--- src/common/periph_cfg.svh ---
/*
 * Peripheral wrapper sizes and slot numbers
 */

`ifndef PERIPH_CFG_SVH
`define PERIPH_CFG_SVH

// Slots in each address space
`define N_SLOTS 16

// Populated byte slots, numbered from 0
`define N_BYTE_PERI 4

// User slot of the GPIO block
`define GPIO_SLOT 1

// Output pins
`define N_PINS 8

// Function select, top bit picks the byte space
`define FUNC_SEL_W 5

// Registers in each byte peripheral
`define BYTE_REGS 4

`endif

--- src/common/periph_pkg.sv ---
/*
 * Peripheral wrapper types
 * Core request, slot selects, byte-slot write bundle and the
 * access size and GPIO register encodings
 */

`include "periph_cfg.svh"

package periph_pkg;

    // Access size, shared by the write and read fields of a request
    typedef enum logic [1:0] {
        ACC_BYTE = 2'b00,
        ACC_HALF = 2'b01,
        ACC_WORD = 2'b10,
        ACC_NONE = 2'b11   // Idle
    } access_e;

    // Request from the core, one per cycle
    typedef struct packed {
        logic [10:0] addr;
        logic [31:0] wdata;
        access_e     write_n;
        access_e     read_n;
    } bus_req_t;

    // One-hot slot selects over both address spaces
    typedef struct packed {
        logic [`N_SLOTS-1:0] user;     // 64 byte slots, full width
        logic [`N_SLOTS-1:0] simple;   // 16 byte slots, byte wide
    } slot_sel_t;

    // Byte-slot access
    typedef struct packed {
        logic [3:0] addr;
        logic [7:0] data;
        logic       wr;
    } byte_wr_t;

    // GPIO register offsets inside its 64 byte slot
    typedef enum logic [5:0] {
        GPIO_OUT      = 6'h00,
        GPIO_IN       = 6'h04,
        FUNC_SEL_BASE = 6'h20    // Eight select words, 0x20 to 0x3c
    } gpio_reg_e;

endpackage

--- src/hw/addr_decode.sv ---
/*
 * Peripheral address decoder
 * One-hot slot selects plus the per-slot write strobes
 */

`timescale 1ns/1ps
`include "periph_cfg.svh"

module addr_decode (
    input  periph_pkg::bus_req_t                      i_req,
    output periph_pkg::slot_sel_t                     o_sel,
    output periph_pkg::byte_wr_t [`N_BYTE_PERI-1:0]   o_byte_wr,
    output logic                                      o_gpio_wr
);

    logic       is_write;
    logic [3:0] user_slot;
    logic [3:0] simple_slot;

    assign is_write    = i_req.write_n != periph_pkg::ACC_NONE;
    assign user_slot   = i_req.addr[9:6];
    assign simple_slot = i_req.addr[7:4];

    // Bit 10 splits the two spaces
    always_comb begin
        o_sel = '0;
        if (i_req.addr[10]) begin
            o_sel.simple[simple_slot] = 1'b1;
        end else begin
            o_sel.user[user_slot] = 1'b1;
        end
    end

    // Byte slots see the low nibble and the low data byte
    always_comb begin
        for (int k = 0; k < `N_BYTE_PERI; k++) begin
            o_byte_wr[k].addr = i_req.addr[3:0];
            o_byte_wr[k].data = i_req.wdata[7:0];
            o_byte_wr[k].wr   = is_write && o_sel.simple[k];
        end
    end

    assign o_gpio_wr = is_write && o_sel.user[`GPIO_SLOT];

endmodule

--- src/hw/byte_reg_periph.sv ---
/*
 * Byte-wide register peripheral
 * Four read/write byte registers, register 0 drives the pins
 */

`timescale 1ns/1ps
`include "periph_cfg.svh"

module byte_reg_periph (
    input  logic                  clk,
    input  logic                  rst_n,
    input  periph_pkg::byte_wr_t  i_wr,
    output logic [7:0]            o_rdata,
    output logic [7:0]            o_pins
);

    localparam int IDX_W = $clog2(`BYTE_REGS);

    logic [7:0]       regs [`BYTE_REGS];
    logic             in_range;
    logic [IDX_W-1:0] idx;

    assign in_range = int'(i_wr.addr) < `BYTE_REGS;   // Upper offsets are empty
    assign idx      = i_wr.addr[IDX_W-1:0];

    always_ff @(posedge clk) begin
        if (!rst_n) begin
            for (int r = 0; r < `BYTE_REGS; r++) begin
                regs[r] <= '0;
            end
        end else if (i_wr.wr && in_range) begin
            regs[idx] <= i_wr.data;
        end
    end

    assign o_rdata = in_range ? regs[idx] : 8'h00;
    assign o_pins  = regs[0];

    // Pin state moves only on a decoded write to offset 0
    assert property (@(posedge clk) disable iff (!rst_n)
        $past(rst_n) && $changed(regs[0]) |-> $past(i_wr.wr && i_wr.addr == 4'h0))
        else $error("byte register 0 changed without a write strobe");

endmodule

--- src/hw/gpio/gpio_ctrl.sv ---
/*
 * GPIO block
 * Output register, input readback and a function select per pin
 * that routes GPIO or a byte peripheral's pins to each output
 */

`timescale 1ns/1ps
`include "periph_cfg.svh"

module gpio_ctrl (
    input  logic                               clk,
    input  logic                               rst_n,
    input  logic                               i_wr,
    input  logic [5:0]                         i_addr,
    input  logic [31:0]                        i_wdata,
    input  logic [7:0]                         i_ui_in,
    input  logic [`N_BYTE_PERI-1:0][7:0]       i_byte_pins,
    output logic [31:0]                        o_rdata,
    output logic [`N_PINS-1:0]                 o_uo_out
);

    localparam int FW = `FUNC_SEL_W;

    logic [`N_PINS-1:0] gpio_out;
    logic [FW-1:0]      func_sel [`N_PINS];
    logic               sel_hit;
    logic [2:0]         sel_idx;

    // Select words are word aligned from FUNC_SEL_BASE up
    assign sel_hit = (i_addr & 6'b10_0011) == periph_pkg::FUNC_SEL_BASE;
    assign sel_idx = i_addr[4:2];

    always_ff @(posedge clk) begin
        if (!rst_n) begin
            gpio_out <= '0;
        end else if (i_wr && i_addr == periph_pkg::GPIO_OUT) begin
            gpio_out <= i_wdata[`N_PINS-1:0];
        end
    end

    // Every pin starts on the GPIO output register
    always_ff @(posedge clk) begin
        if (!rst_n) begin
            for (int p = 0; p < `N_PINS; p++) begin
                func_sel[p] <= FW'(`GPIO_SLOT);
            end
        end else if (i_wr && sel_hit) begin
            func_sel[sel_idx] <= i_wdata[FW-1:0];
        end
    end

    // Register readback, zero at unused offsets
    always_comb begin
        o_rdata = '0;
        if (i_addr == periph_pkg::GPIO_OUT) begin
            o_rdata[`N_PINS-1:0] = gpio_out;
        end else if (i_addr == periph_pkg::GPIO_IN) begin
            o_rdata[7:0] = i_ui_in;     // Live input level
        end else if (sel_hit) begin
            o_rdata[FW-1:0] = func_sel[sel_idx];
        end
    end

    // Pin mux
    always_comb begin
        for (int p = 0; p < `N_PINS; p++) begin
            o_uo_out[p] = 1'b0;    // Unpopulated source
            if (func_sel[p] == FW'(`GPIO_SLOT)) begin
                o_uo_out[p] = gpio_out[p];
            end
            for (int k = 0; k < `N_BYTE_PERI; k++) begin
                if (func_sel[p] == FW'((1 << (FW - 1)) | k)) begin
                    o_uo_out[p] = i_byte_pins[k][p];
                end
            end
        end
    end

endmodule

--- src/hw/periph_top.sv ---
/*
 * Peripheral wrapper top level
 * Decoder, GPIO block, byte peripherals and the read return path
 */

`timescale 1ns/1ps
`include "periph_cfg.svh"

module periph_top (
    input  logic                  clk,
    input  logic                  rst_n,
    input  periph_pkg::bus_req_t  i_req,
    input  logic                  i_read_complete,
    input  logic [7:0]            i_ui_in,
    output logic [`N_PINS-1:0]    o_uo_out,
    output logic [31:0]           o_data_out,
    output logic                  o_data_ready
);

    periph_pkg::slot_sel_t                    sel;
    periph_pkg::byte_wr_t [`N_BYTE_PERI-1:0]  byte_wr;
    logic                                     gpio_wr;
    logic [31:0]                              gpio_rdata;
    logic [`N_BYTE_PERI-1:0][7:0]             byte_rdata;
    logic [`N_BYTE_PERI-1:0][7:0]             byte_pins;

    addr_decode u_addr_decode (
        .i_req      (i_req),
        .o_sel      (sel),
        .o_byte_wr  (byte_wr),
        .o_gpio_wr  (gpio_wr)
    );

    gpio_ctrl u_gpio_ctrl (
        .clk          (clk),
        .rst_n        (rst_n),
        .i_wr         (gpio_wr),
        .i_addr       (i_req.addr[5:0]),   // Offset inside the 64 byte slot
        .i_wdata      (i_req.wdata),
        .i_ui_in      (i_ui_in),
        .i_byte_pins  (byte_pins),
        .o_rdata      (gpio_rdata),
        .o_uo_out     (o_uo_out)
    );

    // Byte slots 0 up to N_BYTE_PERI-1
    for (genvar k = 0; k < `N_BYTE_PERI; k++) begin : g_byte_peri
        byte_reg_periph u_byte_reg_periph (
            .clk      (clk),
            .rst_n    (rst_n),
            .i_wr     (byte_wr[k]),
            .o_rdata  (byte_rdata[k]),
            .o_pins   (byte_pins[k])
        );
    end

    read_return u_read_return (
        .clk              (clk),
        .rst_n            (rst_n),
        .i_sel            (sel),
        .i_read_n         (i_req.read_n),
        .i_write_n        (i_req.write_n),
        .i_read_complete  (i_read_complete),
        .i_gpio_rdata     (gpio_rdata),
        .i_byte_rdata     (byte_rdata),
        .o_data_out       (o_data_out),
        .o_data_ready     (o_data_ready)
    );

endmodule

--- src/hw/read_return.sv ---
/*
 * Read return path
 * Muxes the selected slot and holds the registered result
 * until the core signals read complete
 */

`timescale 1ns/1ps
`include "periph_cfg.svh"

module read_return (
    input  logic                           clk,
    input  logic                           rst_n,
    input  periph_pkg::slot_sel_t          i_sel,
    input  periph_pkg::access_e            i_read_n,
    input  periph_pkg::access_e            i_write_n,
    input  logic                           i_read_complete,
    input  logic [31:0]                    i_gpio_rdata,
    input  logic [`N_BYTE_PERI-1:0][7:0]   i_byte_rdata,
    output logic [31:0]                    o_data_out,
    output logic                           o_data_ready
);

    logic [31:0] slot_data;
    logic [31:0] data_r;
    logic        hold;
    logic        ready_r;
    logic        read_req;

    assign read_req = i_read_n != periph_pkg::ACC_NONE;

    // Empty slots read zero
    always_comb begin
        slot_data = '0;
        if (i_sel.user[`GPIO_SLOT]) begin
            slot_data = i_gpio_rdata;
        end
        for (int k = 0; k < `N_BYTE_PERI; k++) begin
            if (i_sel.simple[k]) begin
                slot_data = {24'h0, i_byte_rdata[k]};   // Byte slots zero-extend
            end
        end
    end

    always_ff @(posedge clk) begin
        if (!rst_n) begin
            hold    <= 1'b0;
            ready_r <= 1'b0;
        end else begin
            if (i_read_complete) begin
                hold <= 1'b0;
            end
            if (!hold && read_req) begin
                hold <= 1'b1;
            end
            ready_r <= read_req;   // Every slot answers in one cycle
        end
    end

    // First read cycle captures, later ones keep the held word
    always_ff @(posedge clk) begin
        if (!hold && read_req) begin
            data_r <= slot_data;
        end
    end

    assign o_data_out   = data_r;
    assign o_data_ready = ready_r || i_write_n != periph_pkg::ACC_NONE;

    // Held data survives slot changes until read complete
    assert property (@(posedge clk) disable iff (!rst_n)
        hold |=> $stable(o_data_out))
        else $error("read data moved while the hold flag was set");

endmodule

--- config.mk ---
export PLATFORM = sky130hd
export DESIGN_NAME = periph_top
export DESIGN_NICKNAME = d
export VERILOG_FILES = /design/src/common/periph_pkg.sv /design/src/hw/addr_decode.sv /design/src/hw/byte_reg_periph.sv /design/src/hw/gpio/gpio_ctrl.sv /design/src/hw/periph_top.sv /design/src/hw/read_return.sv
export VERILOG_INCLUDE_DIRS = /design/src /design/src/common
export SDC_FILE = /design/constraint.sdc
export NUM_CORES = 1
export LEC_CHECK = 0
export BUFFER_PORTS_ARGS = -buffer_cell sky130_fd_sc_hd__buf_2
export CAP_MARGIN = 20
export CORE_ASPECT_RATIO = 0.5
export CORE_MARGIN = 2
export CORE_UTILIZATION = 30
export CTS_CLUSTER_SIZE = 30
export DETAILED_ROUTE_END_ITERATION = 8
export PLACE_DENSITY_LB_ADDON = 0.25
export SETUP_SLACK_MARGIN = 0.2
export SLEW_MARGIN = 20
export SYNTH_ARGS = -nofsm -noshare
export SYNTH_HDL_FRONTEND = slang
export SYNTH_SLANG_ARGS = --single-unit
--- constraint.sdc ---
create_clock -name clk -period 2 [get_ports clk]
set_input_delay 0.2 -clock clk [delete_from_list [all_inputs] [get_ports clk]]
set_output_delay 0.2 -clock clk [all_outputs]
set_load 0.01 [all_outputs]
==> summary.md, run 1 <==
| Metric | Value |
|---|---|
| Slowest library cell on the worst path | mux4_2 |
| First DRT Iteration DRCs | between 700 and 800 |
| Final cell count without fillers | 1237 |
| Post-synthesis instance total | ~700 |
| Synth warn | 0 |
| GRT overflow | 0 |
| Die Width | between 200 and 300 um |
| Worst Max-Slew Pin Slew | around 630 ps |
| Num CTS Buffers | 17 |
| Tot Pwr | slightly below 9 mW |
| Die area | approximately 32000 um2 |
| Hold Path Class | in -> reg |
| Fillcell total | around 2900 |
| Area Growth Syn to Fin | 21.8% |
| Tmin final | slightly above 2000 ps |
| Clk_lat worst skew | between 400 and 500 ps |
| Worst setup margin | -21.5 ps |
| Sequential cell area | roughly 5500 um2 |
| Detailed placer's ending HPWL | between 20 and 25 mm |
| Register area share after synthesis | 0.600 |
| Tcrit/Tclk final | 1.01 |
| Total Routed Length | between 20 and 30 mm |
| Placer congestion estimate | between 0.8 and 0.9 |
| CTS clk-pin slew, worst paths | approximately 70 ps |
| DP Cell Count | about 1200 |
| Largest net degree at the start of global routing | 32 |
| CTS root buf | clkbuf_16 |
| Proportion of layout cells with a drive suffix above 1 | 0.307 |
| Area of the multi-input gates | around 3500 um2 |
| Number of diodes | 0 |
| Crit Path Class | reg -> out |
| Seq pwr share | 0.515 |
| RSZ-0062 raised after global routing | yes |
| CP Data Arrival Time | ~1800 ps |
| Critical path, cell by cell | mux4_2, a21oi_2, nor3_2, buf_2 |
| Switch Pwr | 2.26 mW |
| Vias/cell | roughly 5.0 |
| PwrDens | between 700 and 800 nW/um2 |
| Syn Area/Cell | between 10 and 15 um2 |
| Yosys cell types | 48 |
| Placed cell areas | 10300 um2 |
| Data required time of the critical path | roughly 1800 ps |
| Largest fanout on the critical path | 2 |
| Cell area after synthesis | between 9000 and 10000 um2 |
| Switching share of power | 0.255 |
| Post-route ant nets | 0 |
| Rows | between 40 and 50 |
| Failing checks | setup timing |
| Max VDD drop | approximately 0.47 mV |
| Post-synth top flop | edfxtp_1 |
| Relative slew slack | 0.578 |
| CTS max path bufs | 2 |
| Post-route cell area | ~11000 um2 |
| Status | finished, violations left |
| Via count | about 6200 |
| H-Tree Level Count | 4 |
| Clock power share | 0.389 |
| Max-Cap Viols | 0 |
| IO Count | 99 |
| Drt pass-1 iters | 5 |
| Crit path capture type | primary output |
| Max frequency | 0.495 GHz |
| DRC | 0 |
| Final net count | approximately 900 |
| Crit path largest cell delay | slightly below 600 ps |
| Async SR Flop Fraction | 0 |
| Max Slew Vio Count | 0 |
| Sinks on Clock Net | roughly 190 |
| Post-synth EDFFs | approximately 180 |
| Final Hold Vio Count | 0 |
| CTS tree | yes |
| Initial antenna violation count | 2 |
| Vias in the first global route | ~6300 |
| Finish-stage setup viols | 1 |
| #FFs+latches synth | roughly 190 |
| Core box area | about 30000 um2 |
| Logic gate share of total power | 0.097 |
| Gr usage total | 0.170 |
| Leak Pwr | about 3.9 nW |
| Pint | approximately 6.6 mW |
| Die height | 127 um |
| Wire per inst | between 20 and 25 um |
| Starting density of the core | 0.303 |
| Port bufs | 50 |
| First-pass GRT wire length | just under 40 mm |
| Startpoint types | flop |
| Clock skew | between 10 and 15 ps |
## cell families (layout without fill, tap and decap cells)
group,Yosys count,in the layout,share of synthesized area
buffers and inverters,68,179,0.0413
other,1,24,0.000410
multiplexers,73,73,0.135
AND/OR/NAND/NOR,292,292,0.169
flip-flops,186,186,0.600
AO/OA/AOI/OAI,84,84,0.0553
## power by group through the flow
stage | clock, mW | combinational (mW) | sequential (mW)
after floorplan | 0 | 0.503 | 4.59
after global placement | 0 | 0.794 | 4.64
after global routing | 3.62 | 0.908 | 4.58
after CTS | 3.49 | 0.845 | 4.56
final | 3.44 | 0.855 | 4.56
after detailed placement | 0 | 0.801 | 4.65
## registers in the layout, summed over array words and instances, names as in the netlist
name / flops
u_read_return.hold: 1
u_read_return.o_data_out: 8
u_gpio_ctrl.func_sel: 40
g_byte_peri.u_byte_reg_periph.regs: 128
u_gpio_ctrl.gpio_out: 8
u_read_return.ready_r: 1
## stage by stage
| stage | hold slack (ps) | setup WS [ps] | util | TNS, ps |
|---|---|---|---|---|
| after floorplan | 292 | 19.9 | - | 0 |
| after global placement | 397 | -25.3 | 0.342 | -126 |
| after detailed placement | 398 | -84.1 | 0.342 | -419 |
| after CTS | 72.0 | -6.65 | 0.367 | -18.5 |
| after global routing | 90.8 | -82.2 | 0.369 | -331 |
| final | 78.6 | -21.5 | 0.369 | -21.5 |
## metal layers
layer	routed length [um]	track usage	part of all wire
met2	12500	0.278	0.47
met1	12200	0.233	0.45
met3	1620	0.0297	0.061
met4	441	0.0490	0.017
met5	0	0	0
## critical path: cells and delay by family, from the launching register on
| kind | cells | cell delay (ps) |
|---|---|---|
| multiplexers | 1 | 590 |
| flip-flops | 1 | 450 |
| AO/OA/AOI/OAI | 1 | 160 |
| buffers and inverters | 1 | 140 |
| AND/OR/NAND/NOR | 1 | 60 |
## final timing paths
check | cells past startpoint | startpoint | slack, ps | endpoint
setup / recovery | 4 | u_gpio_ctrl.func_sel[2][0] | -20 | o_uo_out[2]
hold / removal | 3 | i_read_complete | 80 | u_read_return.hold
setup reg to reg | 5 | g_byte_peri[2].u_byte_reg_periph.regs[0][7] | 170 | u_read_return.o_data_out[7]
hold reg to reg | 2 | u_gpio_ctrl.gpio_out[7] | 520 | u_gpio_ctrl.gpio_out[7]
## placed cells by master (no fill, tap or decap), types with 4 or more instances in the layout
cell type and instances:
edfxtp_1 176, nor2_1 105, buf_4 87, and2_1 66, buf_2 50, mux4_2 40, mux2i_1 33, nand2_1 31
conb_1 24, o21ai_1 23, clkbuf_16 17, nand3_1 14, a21oi_1 11, nor2b_1 11, nand2b_1 11, a22oi_1 10
dfxtp_1 10, nor3_1 9, o21ai_0 9, a21oi_2 8, nor3_2 7, and4_4 7, nand2b_4 7, nor4bb_1 7
a31oi_1 5, o22a_1 5, inv_6 4, inv_8 4
## synth_stat cells (7+ instances only)
master / number / area share
and2_1: 66 / 0.045
dfxtp_1: 10 / 0.022
mux4_2: 40 / 0.099
nand2_1: 31 / 0.013
o21ai_1: 15 / 0.0082
a21oi_1: 19 / 0.010
o21ai_0: 19 / 0.010
a22oi_1: 10 / 0.0082
nor2b_1: 11 / 0.0075
nor4bb_1: 8 / 0.0088
nor2_1: 105 / 0.043
nand3_1: 14 / 0.0077
mux2i_1: 33 / 0.036
and4_1: 7 / 0.0067
clkbuf_1: 23 / 0.0094
nand2b_1: 18 / 0.012
buf_2: 14 / 0.0077
buf_4: 24 / 0.020
nor3_1: 14 / 0.0077
edfxtp_1: 176 / 0.58
## layout make-up
class,instances,area share
repair buffers,144,0.0903
flip-flops and latches,186,0.493
well taps,399,0.0448
inverters,3,0.00101
clock inverters,15,0.0158
multi-input cells,473,0.317
clock buffers,17,0.0382
## timing repair
item	4_1_cts	5_1_grt
endpoints found under the hold margin	1	0
buffers inserted	13	2
hold buffers	2	0
pin swaps	11	0
setup endpoints to repair	9	11
resized for setup	12	8
Note: power is estimated with default switching activity, not from simulation.
==> run 2: changes to the inputs <==
--- a/config.mk
+++ b/config.mk
@@ -14,6 +14,7 @@
 export CTS_CLUSTER_SIZE = 30
 export DETAILED_ROUTE_END_ITERATION = 8
 export PLACE_DENSITY_LB_ADDON = 0.25
+export RECOVER_POWER = 25
 export SETUP_SLACK_MARGIN = 0.2
 export SLEW_MARGIN = 20
 export SYNTH_ARGS = -nofsm -noshare
==> run 2 against run 1 <==
  * The run still ends with setup timing left
  * Sequential cell count unchanged
  * Critical endpoint unchanged
  * Count of clock-buffer cells in the layout unchanged
  * Final cell count unchanged
  * Setup slack improved by 17 ps
  * Highest routed layer unchanged
==> summary.md, run 2 (synthesis results as in run 1) <==
| Metric | Value |
|---|---|
| Wire per inst | about 22 um |
| Most frequent cells in the layout | 176 x edfxtp_1, 105 x nor2_1, 71 x buf_4, 51 x and2_1 |
| Hold Path Class | in -> reg |
| Startpoint types | flop |
| Worst setup margin | -4.34 ps |
| DRC | 0 |
| Commonest non-fill, non-tap cell in the layout | edfxtp_1 |
| Met3 GRT Util | 0.0297 |
| CP delay by family, top | multiplexers |
| IO Count | 99 |
| Biggest register | g_byte_peri.u_byte_reg_periph.regs |
| Layer with the highest usage | met2 |
| Drt pass-1 iters | 5 |
| Gr usage total | 0.170 |
| Final cell count without fillers | between 1000 and 1500 |
| Post-route cell area | between 10000 and 15000 um2 |
| RSZ-0062 raised after global routing | yes |
| Sinks on Clock Net | roughly 190 |
| Met1 global-route usage | 0.233 |
| Largest regs | g_byte_peri.u_byte_reg_periph.regs: 128 flops, u_gpio_ctrl.func_sel: 40 flops |
| Core Util, Final | 0.366 |
| Total buffers and inverters traversed by the critical path | 1 |
| Port bufs | 50 |
| Relative slew slack | 0.494 |
| Status | finished, violations left |
| Max reg flops | ~130 |
| Max-Cap Viols | 0 |
| Proportion of layout cells with a drive suffix above 1 | 0.279 |
| Max VDD drop | around 0.47 mV |
| Area Growth Syn to Fin | 20.8% |
| Die area | approximately 32000 um2 |
| Core box area | 30200 um2 |
| Leak Pwr | 3.78 nW |
| Crit path largest cell delay | approximately 580 ps |
| Number of diodes | 0 |
| CP Data Arrival Time | 1800 ps |
| Finish-stage setup viols | 2 |
| CTS max path bufs | 2 |
| Tmin final | 2000 ps |
| Max Slew Vio Count | 0 |
| Die height | 127 um |
| First-pass GRT wire length | 39.5 mm |
| Largest fanout on the critical path | 2 |
| Detailed placer's ending HPWL | slightly above 20 mm |
| Initial antenna violation count | 2 |
| Data required time of the critical path | between 1500 and 2000 ps |
| Worst Max-Slew Pin Slew | approximately 760 ps |
| Rows | 45 |
| Via count | about 6200 |
| CTS root buf | clkbuf_16 |
| Max frequency | about 0.5 GHz |
| R2R setup slack | 160 ps |
| Vias/cell | 4.99 |
| Crit path capture type | primary output |
| Slowest library cell on the worst path | mux4_2 |
| First DRT Iteration DRCs | ~720 |
| Num CTS Buffers | 17 |
| Tcrit/Tclk final | 1.00 |
| Final net count | ~880 |
| Total Routed Length | ~27 mm |
| Clk_lat worst skew | 440 ps |
| Placed cell areas | between 10000 and 15000 um2 |
| Post-route ant nets | 0 |
| GR Util met2 | 0.278 |
| Placer congestion estimate | between 0.8 and 0.9 |
| CTS tree | yes |
| PwrDens | roughly 800 nW/um2 |
| DP Cell Count | roughly 1200 |
| Starting density of the core | 0.303 |
| CTS clk-pin slew, worst paths | about 70 ps |
| Final Hold Vio Count | 0 |
| Failing checks | setup timing |
| Vias in the first global route | about 6300 |
| Crit Path Class | reg -> out |
| Critical path, cell by cell | mux4_2, a21oi_2, nor3_2, buf_2 |
| Min Hold Slack | approximately 80 ps |
| Largest net degree at the start of global routing | 32 |
| H-Tree Level Count | 4 |
| Die Width | around 250 um |
| Clock skew | roughly 11 ps |
| GRT overflow | 0 |
[run 2: changes by cell type in the layout (fill, tap and decap cells not counted), sizes merged]
cell / change
buf: -27
clkbuf: +27
[run 2: report_power, final]
part / switching, mW / leakage [nW] / internal (mW) / total, mW
registers: 0.116 / 1.76 / 4.44 / 4.56
clock network: 1.65 / 0.292 / 1.80 / 3.45
logic: 0.489 / 1.72 / 0.352 / 0.841
total: 2.26 / 3.78 / 6.59 / 8.85
[run 2: path summary, 6_finish.rpt]
kind,startpoint,to,depth (start not counted)
worst min-delay path,i_read_complete,u_read_return.hold,3
worst max-delay path,u_gpio_ctrl.func_sel[2][0],o_uo_out[2],4
worst max register to register,g_byte_peri[2].u_byte_reg_periph.regs[0][7],u_read_return.o_data_out[7],5
worst min register to register,u_gpio_ctrl.gpio_out[7],u_gpio_ctrl.gpio_out[7],2
[run 2: repair_timing]
action                     4_1_cts  5_1_grt
setup buffers                   13        2
hold endpoints to repair         1        0
hold buffers                     2        0
pin swaps                       11        0
setup endpoints to repair        9       11
gates resized for setup         12        8
[run 2: layout make-up]
type / instances / area (um2)
clock buffers: 17 / 425
clock inverters: 15 / 176
fillers: 2928 / 19100
inverters: 3 / 11.3
multi-input cells: 473 / 3530
flip-flops and latches: 186 / 5490
well taps: 399 / 499
repair buffers: 144 / 923
[run 2: metrics by stage]
stage / worst slack [ps] / TNS [ps] / power [mW]
finish: -4.34 / -5.36 / 8.85
global route: -82.2 / -664 / 9.10
CTS: -6.65 / -18.5 / 8.89
detailed placement: -84.1 / -419 / 5.45
global placement: -25.3 / -126 / 5.44
floorplan: 19.9 / 0 / 5.09
[run 2: worst min-delay path: stages]
cell,delay (ps)
buf_2,80
nor2b_1,40
o21a_1,150
[run 2: layer usage]
layer / vias to the layer above / share of wire / wire [um]
li1: 2821 / - / -
met1: 3107 / 0.45 / 11900
met2: 216 / 0.47 / 12400
met3: 28 / 0.068 / 1800
met4: 0 / 0.019 / 493
met5: - / 0 / 0
==> run 3: changes to the inputs <==
--- a/config.mk
+++ b/config.mk
@@ -13,7 +13,7 @@
 export CORE_UTILIZATION = 30
 export CTS_CLUSTER_SIZE = 30
 export DETAILED_ROUTE_END_ITERATION = 8
-export PLACE_DENSITY_LB_ADDON = 0.25
+export PLACE_DENSITY = 0.49
 export RECOVER_POWER = 25
 export SETUP_SLACK_MARGIN = 0.2
 export SLEW_MARGIN = 20
==> constraint.sdc (replaced) <==
create_clock -name clk -period 2.5 [get_ports clk]
set_input_delay 0.25 -clock clk [delete_from_list [all_inputs] [get_ports clk]]
set_output_delay 0.25 -clock clk [all_outputs]
set_load 0.01 [all_outputs]
==> run 3 against run 2 <==
  * The flow now finishes without violations
  * Core utilization fell by 1.7 points
  * Sequential power fell by 20%
  * Total power fell by 22%
  * Hold slack got worse by 66 ps
  * Final cell count fell by 3.5%
  * Setup slack improved by 330 ps
  * Critical path depth rose by 2
  * Register-to-register slack improved by 460 ps
  * Sequential cell count did not move
  * Count of clock-buffer cells in the layout did not move
==> summary.md, run 3 (synthesis results as in run 1) <==
| Metric | Value |
|---|---|
| CTS tree | yes |
| Die area | 32000 um2 |
| CP Launch Point | i_req[41] |
| Num CTS Buffers | 17 |
| Data required time of the critical path | 2620 ps |
| Clk_lat worst skew | ~440 ps |
| IO Count | slightly below 100 |
| Pint | 5.12 mW |
| Min Hold Slack | roughly 14 ps |
| Vias/cell | between 5 and 6 |
| Seq pwr share | 0.531 |
| Clock skew | around 15 ps |
| H-Tree Level Count | 4 |
| Clock power share | 0.379 |
| Switching share of power | 0.256 |
| Max reg flops | approximately 130 |
| CP Data Arrival Time | approximately 2300 ps |
| Crit path capture type | flop |
| First-pass GRT wire length | between 30 and 40 mm |
| Max VDD drop | between 0.3 and 0.4 mV |
| Crit Path Class | in -> reg |
| CTS root buf | clkbuf_16 |
| Slowest library cell on the worst path | clkbuf_1 |
| Vias in the first global route | just under 6000 |
| Hold Path Class | in -> reg |
| RSZ-0062 raised after global routing | no |
| Commonest non-fill, non-tap cell in the layout | edfxtp_1 |
| Startpoint types | input port |
| Sequential cell area | between 5000 and 6000 um2 |
| Tcrit/Tclk final | 0.869 |
| Port bufs | 50 |
| Cts hold-fix bufs | 0 |
| Logic gate share of total power | 0.090 |
| Min-Delay Endpoint | u_read_return.ready_r |
| First DRT Iteration DRCs | between 700 and 800 |
| DP Cell Count | 1161 |
| Final net count | 839 |
| Largest fanout on the critical path | 17 |
| Postcts setup bufs | 0 |
| Proportion of layout cells with a drive suffix above 1 | 0.203 |
| Max Slew Vio Count | 0 |
| CTS max path bufs | 2 |
| Leak Pwr | ~3.5 nW |
| Final Hold Vio Count | 0 |
| Max frequency | approximately 0.46 GHz |
| Tot Pwr | just under 7 mW |
| Post_cts resized | 0 |
| Biggest register | g_byte_peri.u_byte_reg_periph.regs |
| Sinks on Clock Net | 186 |
| Starting density of the core | 0.303 |
| Length in cells of the worst reg-to-reg path | 4 |
| Worst hold start | i_req[1] |
| R2R Path Start | g_byte_peri[2].u_byte_reg_periph.regs[0][7] |
| Relative slew slack | 0.362 |
| DRC | 0 |
| Tmin final | around 2200 ps |
| Switch Pwr | 1.76 mW |
| Area of the multi-input gates | 3350 um2 |
| GRT overflow | 0 |
| Worst Max-Slew Pin Slew | 957 ps |
| Rows | between 40 and 50 |
| Final cell count without fillers | around 1200 |
| Largest net degree at the start of global routing | 35 |
| Drt pass-1 iters | 7 |
| Total Routed Length | roughly 27 mm |
| Fillcell total | between 2000 and 3000 |
| Placer congestion estimate | between 0.8 and 0.9 |
| Detailed placer's ending HPWL | 20.4 mm |
| Pre-CTS setup slack | 210 ps |
| Via count | 6050 |
| PwrDens | around 650 nW/um2 |
| R2R setup slack | roughly 620 ps |
| Core box area | roughly 30000 um2 |
| Die Width | about 250 um |
| Critical path, cell by cell | clkbuf_1, a21bo_2, nor4_1, buf_4, and4_1, nand2b_1 |
| Initial antenna violation count | 0 |
| Area Growth Syn to Fin | 15.1% |
| Gr usage total | 0.172 |
| Die height | ~130 um |
| Status | finished, final reports clean |
| FF-to-FF End | u_read_return.o_data_out[7] |
| Max-Cap Viols | 0 |
| Largest regs | g_byte_peri.u_byte_reg_periph.regs: 128 flops, u_gpio_ctrl.func_sel: 40 flops |
| Worst hold path depth | 2 |
| Crit path largest cell delay | around 690 ps |
| Setup TNS | 0 ps |
| Post-route ant nets | 0 |
| Worst setup margin | ~330 ps |
| Finish-stage setup viols | 0 |
| CTS clk-pin slew, worst paths | ~70 ps |
| Wire per inst | 22.9 um |
| Most frequent cells in the layout | 176 x edfxtp_1, 105 x nor2_1, 53 x and2_1, 40 x mux4_2, 40 x buf_2 |
## run 3: how the worst max path moves through the flow
stage                                                        to  slack (ps)  cells past startpoint
finish                               u_gpio_ctrl.func_sel[7][0]         330                      6
detailed placement                   u_gpio_ctrl.func_sel[7][2]         210                      6
global route                         u_gpio_ctrl.func_sel[7][0]         230                      6
global placement                     u_gpio_ctrl.func_sel[6][4]         250                      6
floorplan           g_byte_peri[2].u_byte_reg_periph.regs[3][0]         410                      6
CTS                                                 o_uo_out[2]         350                      4
## run 3: area by class of cell
cell class                      count  share of cell area
Clock inverter                     15              0.0128
Multi-Input combinational cell    473               0.319
Inverter                            3             0.00107
Antenna cell                        1            0.000238
Clock buffer                       17              0.0404
Tap cell                          399              0.0474
Sequential cell                   186               0.521
Timing Repair Buffer              100              0.0584
## run 3: worst max-delay path, delay by kind of cell
kind,cells,cell delay (ps)
compound gates,1,300
simple gates,3,810
buf+inv,2,920
## run 3: metrics by stage
| stage | area (um2) | utilization |
|---|---|---|
| global route | 10500 | 0.349 |
| detailed placement | 10000 | 0.333 |
| finish | 10500 | 0.349 |
| floorplan | 9230 | - |
| global placement | 10000 | 0.333 |
| CTS | 10600 | 0.351 |
## run 3: power by group through the flow
| stage | registers [mW] | logic [mW] | clock network, mW |
|---|---|---|---|
| global route | 3.67 | 0.659 | 2.76 |
| CTS | 3.65 | 0.627 | 2.64 |
| detailed placement | 3.72 | 0.625 | 0 |
| global placement | 3.72 | 0.621 | 0 |
| floorplan | 3.67 | 0.390 | 0 |
| finish | 3.65 | 0.619 | 2.61 |
## run 3: layer usage
| layer | GRT usage | vias to the layer above | part of all wire |
|---|---|---|---|
| met3 | 0.0328 | 15 | 0.061 |
| met5 | 0 | - | 0 |
| met2 | 0.273 | 226 | 0.46 |
| met4 | 0.0382 | 0 | 0.0095 |
| li1 | - | 2738 | - |
| met1 | 0.247 | 3071 | 0.47 |
